## config.mk

```make
export PLATFORM = sky130hd
export DESIGN_NAME = backend_top
export DESIGN_NICKNAME = d
export VERILOG_FILES = /design/src/rv32i_types_pkg.sv /design/src/backend_top.sv /design/src/regfile.sv /design/src/wb_stage.sv /design/src/mem_stage.sv
export SDC_FILE = /design/constraint.sdc
export NUM_CORES = 2
export LEC_CHECK = 0
export BUFFER_PORTS_ARGS = -buffer_cell sky130_fd_sc_hd__buf_2
export CAP_MARGIN = 25
export CORE_ASPECT_RATIO = 1.5
export CORE_MARGIN = 2
export CORE_UTILIZATION = 50
export DETAILED_ROUTE_END_ITERATION = 6
export PLACE_DENSITY = 0.68
export SYNTH_ARGS = -nofsm -noshare
export SYNTH_HDL_FRONTEND = slang
export SYNTH_SLANG_ARGS = --single-unit
```

## constraint.sdc

```tcl
create_clock -name clk -period 8.75 [get_ports clk]
set_input_delay 0.4375 -clock clk [delete_from_list [all_inputs] [get_ports clk]]
set_output_delay 0.4375 -clock clk [all_outputs]
set_load 0.005 [all_outputs]
```

## src/rv32i_types_pkg.sv

```systemverilog
package rv32i_types_pkg;

    // **************************************************
    // widths
    // **************************************************
    localparam int xlen       = 32;
    localparam int mask_w     = xlen / 8;  // one strobe per byte lane
    localparam int reg_count  = 32;
    localparam int reg_addr_w = 5;

    // opcodes that never write rd
    localparam logic [6:0] br_opcode    = 7'b1100011;
    localparam logic [6:0] store_opcode = 7'b0100011;

    // **************************************************
    // operation encodings
    // **************************************************
    typedef enum logic [2:0] {
        lb_mem  = 3'b000,
        lbu_mem = 3'b001,
        lh_mem  = 3'b010,
        lhu_mem = 3'b011,
        lw_mem  = 3'b100
    } load_ops_t;

    typedef enum logic [1:0] {
        sb_mem = 2'b00,
        sh_mem = 2'b01,
        sw_mem = 2'b10
    } store_ops_t;

    typedef enum logic [3:0] {
        alu_out_wb  = 4'd0,
        br_en_wb    = 4'd1,
        u_imm_wb    = 4'd2,
        lw_wb       = 4'd3,
        lb_wb       = 4'd4,
        lbu_wb      = 4'd5,
        lh_wb       = 4'd6,
        lhu_wb      = 4'd7,
        pc_plus4_wb = 4'd8
    } regf_m_sel_t;

    // **************************************************
    // control bundles and stage register
    // **************************************************
    typedef struct packed {
        logic       mem_read;
        logic       mem_write;
        load_ops_t  load_ops;
        store_ops_t store_ops;
    } mem_signal_t;

    typedef struct packed {
        logic        regf_we;
        regf_m_sel_t regf_m_sel;
    } wb_signal_t;

    typedef struct packed {
        logic                  valid;
        logic [xlen-1:0]       inst;
        logic [xlen-1:0]       pc;
        logic [reg_addr_w-1:0] rd_s;
        logic [xlen-1:0]       alu_out;
        logic                  br_en;
        logic [xlen-1:0]       u_imm;
        logic [xlen-1:0]       mem_addr;   // byte address, not aligned
        logic [mask_w-1:0]     mem_rmask;
        logic [mask_w-1:0]     mem_wmask;  // already shifted to the lane
        logic [xlen-1:0]       mem_wdata;  // already shifted to the lane
        mem_signal_t           mem_signal;
        wb_signal_t            wb_signal;
    } mem_wb_stage_reg_t;

endpackage
```

## src/backend_top.sv

```systemverilog
`timescale 1ns/10ps

module backend_top (
    input  logic                                      clk,
    input  logic                                      rst,

    // execute stage
    input  logic                                      ex_valid,
    input  logic [rv32i_types_pkg::xlen-1:0]          ex_inst,
    input  logic [rv32i_types_pkg::xlen-1:0]          ex_pc,
    input  logic [rv32i_types_pkg::reg_addr_w-1:0]    ex_rd_s,
    input  logic [rv32i_types_pkg::xlen-1:0]          ex_alu_out,
    input  logic                                      ex_br_en,
    input  logic [rv32i_types_pkg::xlen-1:0]          ex_u_imm,
    input  logic [rv32i_types_pkg::xlen-1:0]          ex_rs2_v,
    input  logic                                      ex_mem_read,
    input  logic                                      ex_mem_write,
    input  rv32i_types_pkg::load_ops_t                ex_load_ops,
    input  rv32i_types_pkg::store_ops_t               ex_store_ops,
    input  logic                                      ex_regf_we,
    input  rv32i_types_pkg::regf_m_sel_t              ex_regf_m_sel,
    output logic                                      ex_ready,

    // data memory
    output logic [rv32i_types_pkg::xlen-1:0]          dmem_addr,
    output logic [rv32i_types_pkg::mask_w-1:0]        dmem_rmask,
    output logic [rv32i_types_pkg::mask_w-1:0]        dmem_wmask,
    output logic [rv32i_types_pkg::xlen-1:0]          dmem_wdata,
    input  logic                                      dmem_resp,
    input  logic [rv32i_types_pkg::xlen-1:0]          dmem_rdata,

    // decode read ports
    input  logic [rv32i_types_pkg::reg_addr_w-1:0]    rs1_s,
    input  logic [rv32i_types_pkg::reg_addr_w-1:0]    rs2_s,
    output logic [rv32i_types_pkg::xlen-1:0]          rs1_v,
    output logic [rv32i_types_pkg::xlen-1:0]          rs2_v,

    // retire
    output logic                                      retire_valid,
    output logic [rv32i_types_pkg::reg_addr_w-1:0]    retire_rd_s,
    output logic [rv32i_types_pkg::xlen-1:0]          retire_rd_v
);

    import rv32i_types_pkg::*;

    mem_wb_stage_reg_t     mem_wb_stage_reg;
    logic                  move_pipeline;
    logic [reg_addr_w-1:0] wb_rd_s;
    logic [xlen-1:0]       wb_rd_v;
    logic                  wb_regf_we;

    assign ex_ready     = move_pipeline;
    assign retire_valid = wb_regf_we;
    assign retire_rd_s  = wb_rd_s;
    assign retire_rd_v  = wb_rd_v;

    // **************************************************
    // stages
    // **************************************************
    mem_stage mem_stage0 (
        .clk(clk), .rst(rst),
        .ex_valid(ex_valid), .ex_inst(ex_inst), .ex_pc(ex_pc), .ex_rd_s(ex_rd_s),
        .ex_alu_out(ex_alu_out), .ex_br_en(ex_br_en), .ex_u_imm(ex_u_imm),
        .ex_rs2_v(ex_rs2_v), .ex_mem_read(ex_mem_read), .ex_mem_write(ex_mem_write),
        .ex_load_ops(ex_load_ops), .ex_store_ops(ex_store_ops),
        .ex_regf_we(ex_regf_we), .ex_regf_m_sel(ex_regf_m_sel),
        .dmem_resp(dmem_resp),
        .mem_wb_stage_reg(mem_wb_stage_reg), .move_pipeline(move_pipeline),
        .dmem_addr(dmem_addr), .dmem_rmask(dmem_rmask),
        .dmem_wmask(dmem_wmask), .dmem_wdata(dmem_wdata)
    );

    wb_stage wb_stage0 (
        .clk(clk), .rst(rst),
        .mem_wb_stage_reg(mem_wb_stage_reg), .move_pipeline(move_pipeline),
        .dmem_resp(dmem_resp), .dmem_rdata(dmem_rdata),
        .wb_rd_s(wb_rd_s), .wb_rd_v(wb_rd_v), .wb_regf_we(wb_regf_we)
    );

    regfile regfile0 (
        .clk(clk), .rst(rst),
        .we(wb_regf_we), .rd_s(wb_rd_s), .rd_v(wb_rd_v),
        .rs1_s(rs1_s), .rs2_s(rs2_s), .rs1_v(rs1_v), .rs2_v(rs2_v)
    );

endmodule

```

## src/regfile.sv

```systemverilog
`timescale 1ns/10ps

module regfile (
    input  logic                                      clk,
    input  logic                                      rst,

    input  logic                                      we,
    input  logic [rv32i_types_pkg::reg_addr_w-1:0]    rd_s,
    input  logic [rv32i_types_pkg::xlen-1:0]          rd_v,

    input  logic [rv32i_types_pkg::reg_addr_w-1:0]    rs1_s,
    input  logic [rv32i_types_pkg::reg_addr_w-1:0]    rs2_s,
    output logic [rv32i_types_pkg::xlen-1:0]          rs1_v,
    output logic [rv32i_types_pkg::xlen-1:0]          rs2_v
);

    import rv32i_types_pkg::*;

    logic [xlen-1:0] regs [reg_count];

    // **************************************************
    // write port
    // **************************************************
    always_ff @(posedge clk) begin
        if (rst) begin
            for (int i = 0; i < reg_count; i++) begin
                regs[i] <= '0;
            end
        end else if (we && (rd_s != '0)) begin  // x0 stays zero
            regs[rd_s] <= rd_v;
        end
    end

    // **************************************************
    // read ports
    // **************************************************
    // no bypass, a same-cycle write shows up on the next read
    assign rs1_v = regs[rs1_s];
    assign rs2_v = regs[rs2_s];

endmodule

```

## src/wb_stage.sv

```systemverilog
`timescale 1ns/10ps

module wb_stage (
    input  logic                                      clk,
    input  logic                                      rst,

    input  rv32i_types_pkg::mem_wb_stage_reg_t        mem_wb_stage_reg,
    input  logic                                      move_pipeline,

    input  logic                                      dmem_resp,
    input  logic [rv32i_types_pkg::xlen-1:0]          dmem_rdata,

    output logic [rv32i_types_pkg::reg_addr_w-1:0]    wb_rd_s,
    output logic [rv32i_types_pkg::xlen-1:0]          wb_rd_v,
    output logic                                      wb_regf_we
);

    import rv32i_types_pkg::*;

    logic [xlen-1:0] rdata_q;
    logic [1:0]      byte_off;
    logic [7:0]      lane_byte;
    logic [15:0]     lane_half;
    logic            load_signed;
    logic [xlen-1:0] byte_ext;
    logic [xlen-1:0] half_ext;
    logic [6:0]      opcode;
    logic            no_rd;

    // **************************************************
    // load data capture
    // **************************************************
    always_ff @(posedge clk) begin
        if (rst) begin
            rdata_q <= '0;
        end else if (dmem_resp) begin
            rdata_q <= dmem_rdata;  // held until the load retires
        end
    end

    // **************************************************
    // lane extraction
    // **************************************************
    assign byte_off  = mem_wb_stage_reg.mem_addr[1:0];
    assign lane_byte = rdata_q[{byte_off, 3'b000} +: 8];
    assign lane_half = rdata_q[{byte_off[1], 4'b0000} +: 16];

    // lb and lh extend the sign, the unsigned forms fill with zeros
    assign load_signed = (mem_wb_stage_reg.mem_signal.load_ops == lb_mem) ||
                         (mem_wb_stage_reg.mem_signal.load_ops == lh_mem);

    assign byte_ext = {{24{load_signed & lane_byte[7]}}, lane_byte};
    assign half_ext = {{16{load_signed & lane_half[15]}}, lane_half};

    // **************************************************
    // writeback value
    // **************************************************
    always_comb begin
        wb_rd_v = '0;
        case (mem_wb_stage_reg.wb_signal.regf_m_sel)
            alu_out_wb: begin
                wb_rd_v = mem_wb_stage_reg.alu_out;
            end
            br_en_wb: begin
                wb_rd_v = {{(xlen-1){1'b0}}, mem_wb_stage_reg.br_en};
            end
            u_imm_wb: begin
                wb_rd_v = mem_wb_stage_reg.u_imm;
            end
            lw_wb: begin
                wb_rd_v = rdata_q;
            end
            lb_wb, lbu_wb: begin
                wb_rd_v = byte_ext;
            end
            lh_wb, lhu_wb: begin
                wb_rd_v = half_ext;
            end
            pc_plus4_wb: begin
                wb_rd_v = mem_wb_stage_reg.pc + 32'd4;  // jal / jalr link
            end
            default: begin
                wb_rd_v = '0;
            end
        endcase
    end

    // **************************************************
    // destination and write enable
    // **************************************************
    assign opcode = mem_wb_stage_reg.inst[6:0];
    assign no_rd  = (opcode == br_opcode) || (opcode == store_opcode) ||
                    mem_wb_stage_reg.mem_signal.mem_write;

    assign wb_rd_s = no_rd ? '0 : mem_wb_stage_reg.rd_s;

    // fires once, in the cycle the instruction leaves the stage
    assign wb_regf_we = mem_wb_stage_reg.wb_signal.regf_we &&
                        mem_wb_stage_reg.valid && move_pipeline;

endmodule

```

## src/mem_stage.sv

```systemverilog
`timescale 1ns/10ps

module mem_stage (
    input  logic                                      clk,
    input  logic                                      rst,

    input  logic                                      ex_valid,
    input  logic [rv32i_types_pkg::xlen-1:0]          ex_inst,
    input  logic [rv32i_types_pkg::xlen-1:0]          ex_pc,
    input  logic [rv32i_types_pkg::reg_addr_w-1:0]    ex_rd_s,
    input  logic [rv32i_types_pkg::xlen-1:0]          ex_alu_out,
    input  logic                                      ex_br_en,
    input  logic [rv32i_types_pkg::xlen-1:0]          ex_u_imm,
    input  logic [rv32i_types_pkg::xlen-1:0]          ex_rs2_v,
    input  logic                                      ex_mem_read,
    input  logic                                      ex_mem_write,
    input  rv32i_types_pkg::load_ops_t                ex_load_ops,
    input  rv32i_types_pkg::store_ops_t               ex_store_ops,
    input  logic                                      ex_regf_we,
    input  rv32i_types_pkg::regf_m_sel_t              ex_regf_m_sel,

    input  logic                                      dmem_resp,

    output rv32i_types_pkg::mem_wb_stage_reg_t        mem_wb_stage_reg,
    output logic                                      move_pipeline,

    output logic [rv32i_types_pkg::xlen-1:0]          dmem_addr,
    output logic [rv32i_types_pkg::mask_w-1:0]        dmem_rmask,
    output logic [rv32i_types_pkg::mask_w-1:0]        dmem_wmask,
    output logic [rv32i_types_pkg::xlen-1:0]          dmem_wdata
);

    import rv32i_types_pkg::*;

    mem_wb_stage_reg_t stage_d;
    logic [1:0]        byte_off;
    logic [4:0]        lane_shift;
    logic              mem_op;
    logic              req_active;
    logic              resp_seen;

    assign byte_off   = ex_alu_out[1:0];
    assign lane_shift = {byte_off, 3'b000};  // byte offset in bits

    // **************************************************
    // next stage register contents
    // **************************************************
    always_comb begin
        stage_d = '0;
        stage_d.valid    = ex_valid;  // a bubble rides along as valid low
        stage_d.inst     = ex_inst;
        stage_d.pc       = ex_pc;
        stage_d.rd_s     = ex_rd_s;
        stage_d.alu_out  = ex_alu_out;
        stage_d.br_en    = ex_br_en;
        stage_d.u_imm    = ex_u_imm;
        stage_d.mem_addr = ex_alu_out;

        stage_d.mem_signal.mem_read  = ex_mem_read;
        stage_d.mem_signal.mem_write = ex_mem_write;
        stage_d.mem_signal.load_ops  = ex_load_ops;
        stage_d.mem_signal.store_ops = ex_store_ops;
        stage_d.wb_signal.regf_we    = ex_regf_we;
        stage_d.wb_signal.regf_m_sel = ex_regf_m_sel;

        stage_d.mem_rmask = ex_mem_read ? 4'b1111 : 4'b0000;  // whole word, wb picks the lane

        stage_d.mem_wmask = 4'b0000;
        if (ex_mem_write) begin
            case (ex_store_ops)
                sb_mem:  stage_d.mem_wmask = 4'b0001 << byte_off;
                sh_mem:  stage_d.mem_wmask = 4'b0011 << byte_off;
                default: stage_d.mem_wmask = 4'b1111;
            endcase
        end

        stage_d.mem_wdata = ex_rs2_v << lane_shift;
    end

    // **************************************************
    // stage register and response tracking
    // **************************************************
    always_ff @(posedge clk) begin
        if (rst) begin
            mem_wb_stage_reg.valid <= 1'b0;
        end else if (move_pipeline) begin
            mem_wb_stage_reg <= stage_d;
        end
    end

    always_ff @(posedge clk) begin
        if (rst) begin
            resp_seen <= 1'b0;
        end else if (move_pipeline) begin
            resp_seen <= 1'b0;  // next instruction starts fresh
        end else if (dmem_resp) begin
            resp_seen <= 1'b1;
        end
    end

    assign mem_op = mem_wb_stage_reg.valid &&
                    (mem_wb_stage_reg.mem_signal.mem_read ||
                     mem_wb_stage_reg.mem_signal.mem_write);

    // empty, non-memory, or memory already answered
    assign move_pipeline = !mem_op || resp_seen;

    // **************************************************
    // data memory request
    // **************************************************
    assign req_active = mem_op && !resp_seen;  // drops the cycle after resp

    assign dmem_addr  = {mem_wb_stage_reg.mem_addr[xlen-1:2], 2'b00};
    assign dmem_rmask = req_active ? mem_wb_stage_reg.mem_rmask : '0;
    assign dmem_wmask = req_active ? mem_wb_stage_reg.mem_wmask : '0;
    assign dmem_wdata = mem_wb_stage_reg.mem_wdata;

endmodule

```

* After elaboration in Yosys (flattened, before gate mapping) *
Memory sizes are Yosys's and may differ from the RTL's.
Index checks and enable logic that the tools add are counted.
Widths: inputs -> output; s select.

operators by class
  multiplexer cells = 14
  equal/unequal tests = 12
  reductions and logical operators = 21
  shift operators = 5
  bitwise logic cells = 3
  $add $sub $neg = 1

operator list
  cell                   count
  $pmux 32 s7            1
  $add 32x3->32 const B  1
  $mux 32                1
  $reduce_or 32->1       1
  $shiftx 32x6->16       1
  $shiftx 32x6->8        1
  $shl 32x5->32          1
  $eq 4x3->1 const B     4
  $mux 4                 3
  $mux 5                 2
  $eq 4x2->1 const B     2
  $pmux 4 s2             1
  $eq 7x6->1 const B     1
  $eq 7x7->1 const B     1
  $mux 1                 6
  $reduce_or 2->1        3
  $logic_and 1x1->1      5
  $logic_or 1x1->1       5
  $reduce_bool 5->1      1
  $eq 4x1->1 const B     1
  $eq 4x4->1 const B     1
  $logic_not 4->1        1
  $shl 1x2->4 const A    1
  $shl 2x2->4 const A    1
  8 further kinds        10

storage, ports and cells
  word-level logic and storage cells = 74
  memory bits (writable) = 1024
  bits of input ports = 224
  memories = 1
  flip-flop bits (word level) = 193

memory list
  name           depth  width  read ports  clocked after Yosys merged registers in  write ports  line           text
  regfile0.regs  32     32     2           0                                        32           regfile.sv:19  logic [xlen-1:0] regs [reg_count];

* Depth between registers and ports, before layout *
  depth after elaboration = 11
  gate-level depth with buffers = 9

* Modules after synthesis *
Synthesis repeated with hierarchy kept, for this count alone.

unflattened totals
  cells, all modules = 5424
  area, all modules = 66147.2 µm²

modules (own cells, without submodules)
  module     area an instance (µm²)  seq. area each (µm²)  times used  cells each
  regfile    55888.6                 30749.5               1           4605
  mem_stage  6974.2                  5505.3                1           392
  wb_stage   3284.4                  640.6                 1           427

* Worst setup path before layout *
Ideal clock, no wire load.

  path type = input port to flip-flop
  from = input rst
  to = register, netlist name mem_stage0.dmem_wdata[0]
  arrival time = 7.217 ns
  stages = 3
  setup slack = 0.866 ns
  buffers on the path = 2
  library setup time = 0.668 ns
  cell sequence = clkbuf_1 clkbuf_1 nor2_1

between the ends
  longest elaborated chain between the ends = 2

ends and longest elaborated chain
  what                        line              text
  start, declared             backend_top.sv:5  input logic rst,
  $not 1->1 (no line)         -
  $reduce_and 2->1 (no line)  -

Every way passes these cells.
A chain may end at the register's enable or synchronous reset.

* Final worst setup path *
  from = register, netlist name mem_stage0.mem_wb_stage_reg[156]
  to = output retire_rd_v[30] (netlist name)

between the ends
  longest elaborated chain between the ends = 2

ends and longest elaborated chain
  what           line               text
  $add 32x3->32  wb_stage.sv:80     wb_rd_v = mem_wb_stage_reg.pc + 32'd4;
  $pmux 32 s7    wb_stage.sv:60     case (mem_wb_stage_reg.wb_signal.regf_m_sel)
  end, declared  backend_top.sv:41  output logic [rv32i_types_pkg::xlen-1:0] retire_rd_v

Every way passes these cells.

==> flow_summary.json <==
{
  "clock_path_buffers": 3,
  "clock_skew_ps": 35.5,
  "clkTransAtPathRegs_ps": 70,
  "cp_slowest_cell": "nor4_2",
  "cp_max_fo": 32,
  "drive_gt1_share_pct": 30.8,
  "cts_made_buffers": 111,
  "drv_slew": 0,
  "endpoint_kind": "output port",
  "antenna_found_initial": 4,
  "setup_slack_ps": 4420,
  "port_buffers": 369,
  "grt_use_total_pct": 32.2,
  "dr.pass1.iters": 7,
  "status": "finished with violations",
  "gr-total-overflow": 0,
  "grt_pass1_vias": 42037,
  "cts_root_buf": "clkbuf_16",
  "htreeDepth": 3,
  "min_period_ps": 4330,
  "grt_setup_unrepaired": "false",
  "hp-class": "in -> reg",
  "worstMarginPinSlew_ps": 1090,
  "setup.worst_path.class": "reg -> out",
  "largest_reg_flops": 1024,
  "core_mm2": 0.121,
  "worst-path-buf-inv": 3,
  "post-synth-top-area-fraction_pct": 58.1,
  "dp_hpwl_um": 114000,
  "ys_async_sr_fraction_pct": 0,
  "n_fill_cell": 9265,
  "synthCells": 4090,
  "clkLatencyLatePin_ps": 750,
  "grt_pass1_wl_um": 284000,
  "rows": 156,
  "netlist_area_mm2": 0.0609,
  "routed_wl_um": 199000,
  "synth_cell_type_count": 63,
  "dp_slack_ps": 4780,
  "synthTopCellsByArea": "edfxtp_1 58%, mux4_2 21%, nor2_1 6.4%",
  "die_y_um": 431,
  "cellLeakagePower_nw": 24.4,
  "synth-seq-area-share_pct": 59.2,
  "gp_congestion": 0.904,
  "viasPerCell": 6.61,
  "timing.final.crit_share_pct": 49.5,
  "required_ps": 8310,
  "routedWlPerCell_um": 32.7,
  "cp.arrival_ps": 3890,
  "slowest_delay_ps": 950,
  "drv_cap": 0,
  "fmax_mhz": 231,
  "yosysTopAreaCell": "edfxtp_1",
  "pin_count": 399,
  "setup_violations": 0,
  "grt_max_degree": 132,
  "relSlewSlack_pct": 27.1,
  "failed_checks": "design-rule violations",
  "areaGrowthSynthToFinish_pct": 14.2,
  "powerDensity_mw_per_mm2": 191,
  "cts.sinks": 1211,
  "synth-main-ff-cell": "edfxtp_1",
  "reg2reg_slack_ps": 4770,
  "num_vias": 40289,
  "ys_seq_elements": 1211,
  "drc": 2,
  "holdWs_ps": 36.5,
  "initialDrtViolationCount": 5002,
  "synth_edf_count": 1177,
  "start_kind": "flop",
  "final_nets": 4641,
  "die_area_mm2": 0.125,
  "antenna_left": 0,
  "cts_tree": "built",
  "syn_area_per_cell_um2": 14.9,
  "worstPathCellList": "ha_1, nand4_1, nor4_2, a21oi_1, nor4_4, buf_4, inv_2, buf_2",
  "die_w_um": 289,
  "initial_core_util_pct": 50.5,
  "path_delay_family": "simple AND/OR/NAND/NOR gates",
  "hold_violations": 0,
  "ir_worst_vdd_v": 0.000189,
  "tns_ps": 0,
  "ys_warn_count": 0
}
stage by stage:
stage / instance area (um2) / utilization [%] / power, mW / instances
2_1_floorplan: 61000 / - / 7.77 / 4123
3_3_place_gp: 64300 / 53.3 / 8.31 / 5730
3_5_place_dp: 64300 / 53.3 / 8.35 / 5732
4_1_cts: 69500 / 57.6 / 13.3 / 6090
5_1_grt: 69500 / 57.6 / 13.6 / 6092
6_report: 69500 / 57.6 / 13.3 / 6093
repair_timing:
action	4_1_cts	5_1_grt
buffers inserted	0	0
endpoints found under the setup margin	0	0
resized for setup	0	0
endpoints found under the hold margin	150	0
hold buffers	150	0
cell usage after synthesis, types with 7 or more instances:
master	count
nor2b_1	13
a211oi_1	18
nand2_1	105
nor4_2	13
xor2_1	11
nand3_1	16
mux2i_1	180
and2_1	19
dfxtp_1	34
mux4_2	576
buf_1	32
nor2_1	1037
a21oi_1	48
o22ai_1	11
inv_1	31
o21a_1	68
a22oi_1	88
edfxtp_1	1177
nand4_1	8
buf_2	101
inv_2	11
and3_1	7
nor4_1	12
mux2_2	25
clkbuf_1	273
buf_4	68
and4_1	7
nor3_1	15
o21ai_0	7
power by group:
| group | leakage, nW | internal, mW | switching, mW |
|---|---|---|---|
| Combinational | 10.3 | 0.677 | 0.896 |
| Sequential | 12.3 | 6.59 | 0.140 |
| Clock | 1.76 | 2.72 | 2.23 |
final cells by class:
class,instances,area (um2),share of cell area (%)
diodes,2,5.00,0.00720
clock buffers,136,2890,4.16
clock inverters,72,732,1.05
inverters,42,158,0.227
multi-input cells,2395,23200,33.4
flip-flops and latches,1211,36000,51.8
well taps,1580,1980,2.84
repair buffers,655,4540,6.53
logic make-up after synthesis:
kind of cell,count (synthesis),synth area share (%)
xor gates and xnor gates,13,0.187
AOI/OAI and AO/OA,285,3.39
and+or+nand+nor,1281,8.66
buffers and inverters,517,3.82
DFF,1211,59.2
other,1,0.00616
muxes,781,24.7
adders and majority gates,1,0.0206
layout by cell type, fill, tap and decap left out, types with 62 or more instances in the layout:
master and count:
mux4_2 576, buf_2 360, clkbuf_16 112, nand2_2 62, mux2i_1 180, nor2_1 1035
a22oi_1 88, edfxtp_1 1177, dlygate4sd3_1 150, buf_4 131, o21a_1 68
routing by layer:
layer / vias up / routed length, um / track usage, %
li1: 16286 / - / -
met1: 20392 / 64300 / 37.7
met2: 2900 / 98800 / 53.9
met3: 709 / 20000 / 6.05
met4: 2 / 16100 / 21.9
met5: - / 13 / 0
worst register-to-register path: cells and delay by family (launching register included):
kind            cells  cell delay, ps
buf+inv             2            1130
compound gates      1             430
simple gates        4            1770
flops               1             350
path summary, 6_finish.rpt:
kind,from,cells past startpoint,to
worst max-delay path,mem_stage0.mem_wb_stage_reg[156],8,retire_rd_v[30]
worst min-delay path,ex_rs2_v[6],2,mem_stage0.dmem_wdata[6]
worst max register to register,mem_stage0.mem_wb_stage_reg[189],7,regfile0.regs[5][5]
worst min register to register,wb_stage0.rdata_q[1],2,wb_stage0.rdata_q[1]
Note: power is estimated with default switching activity, not from simulation.
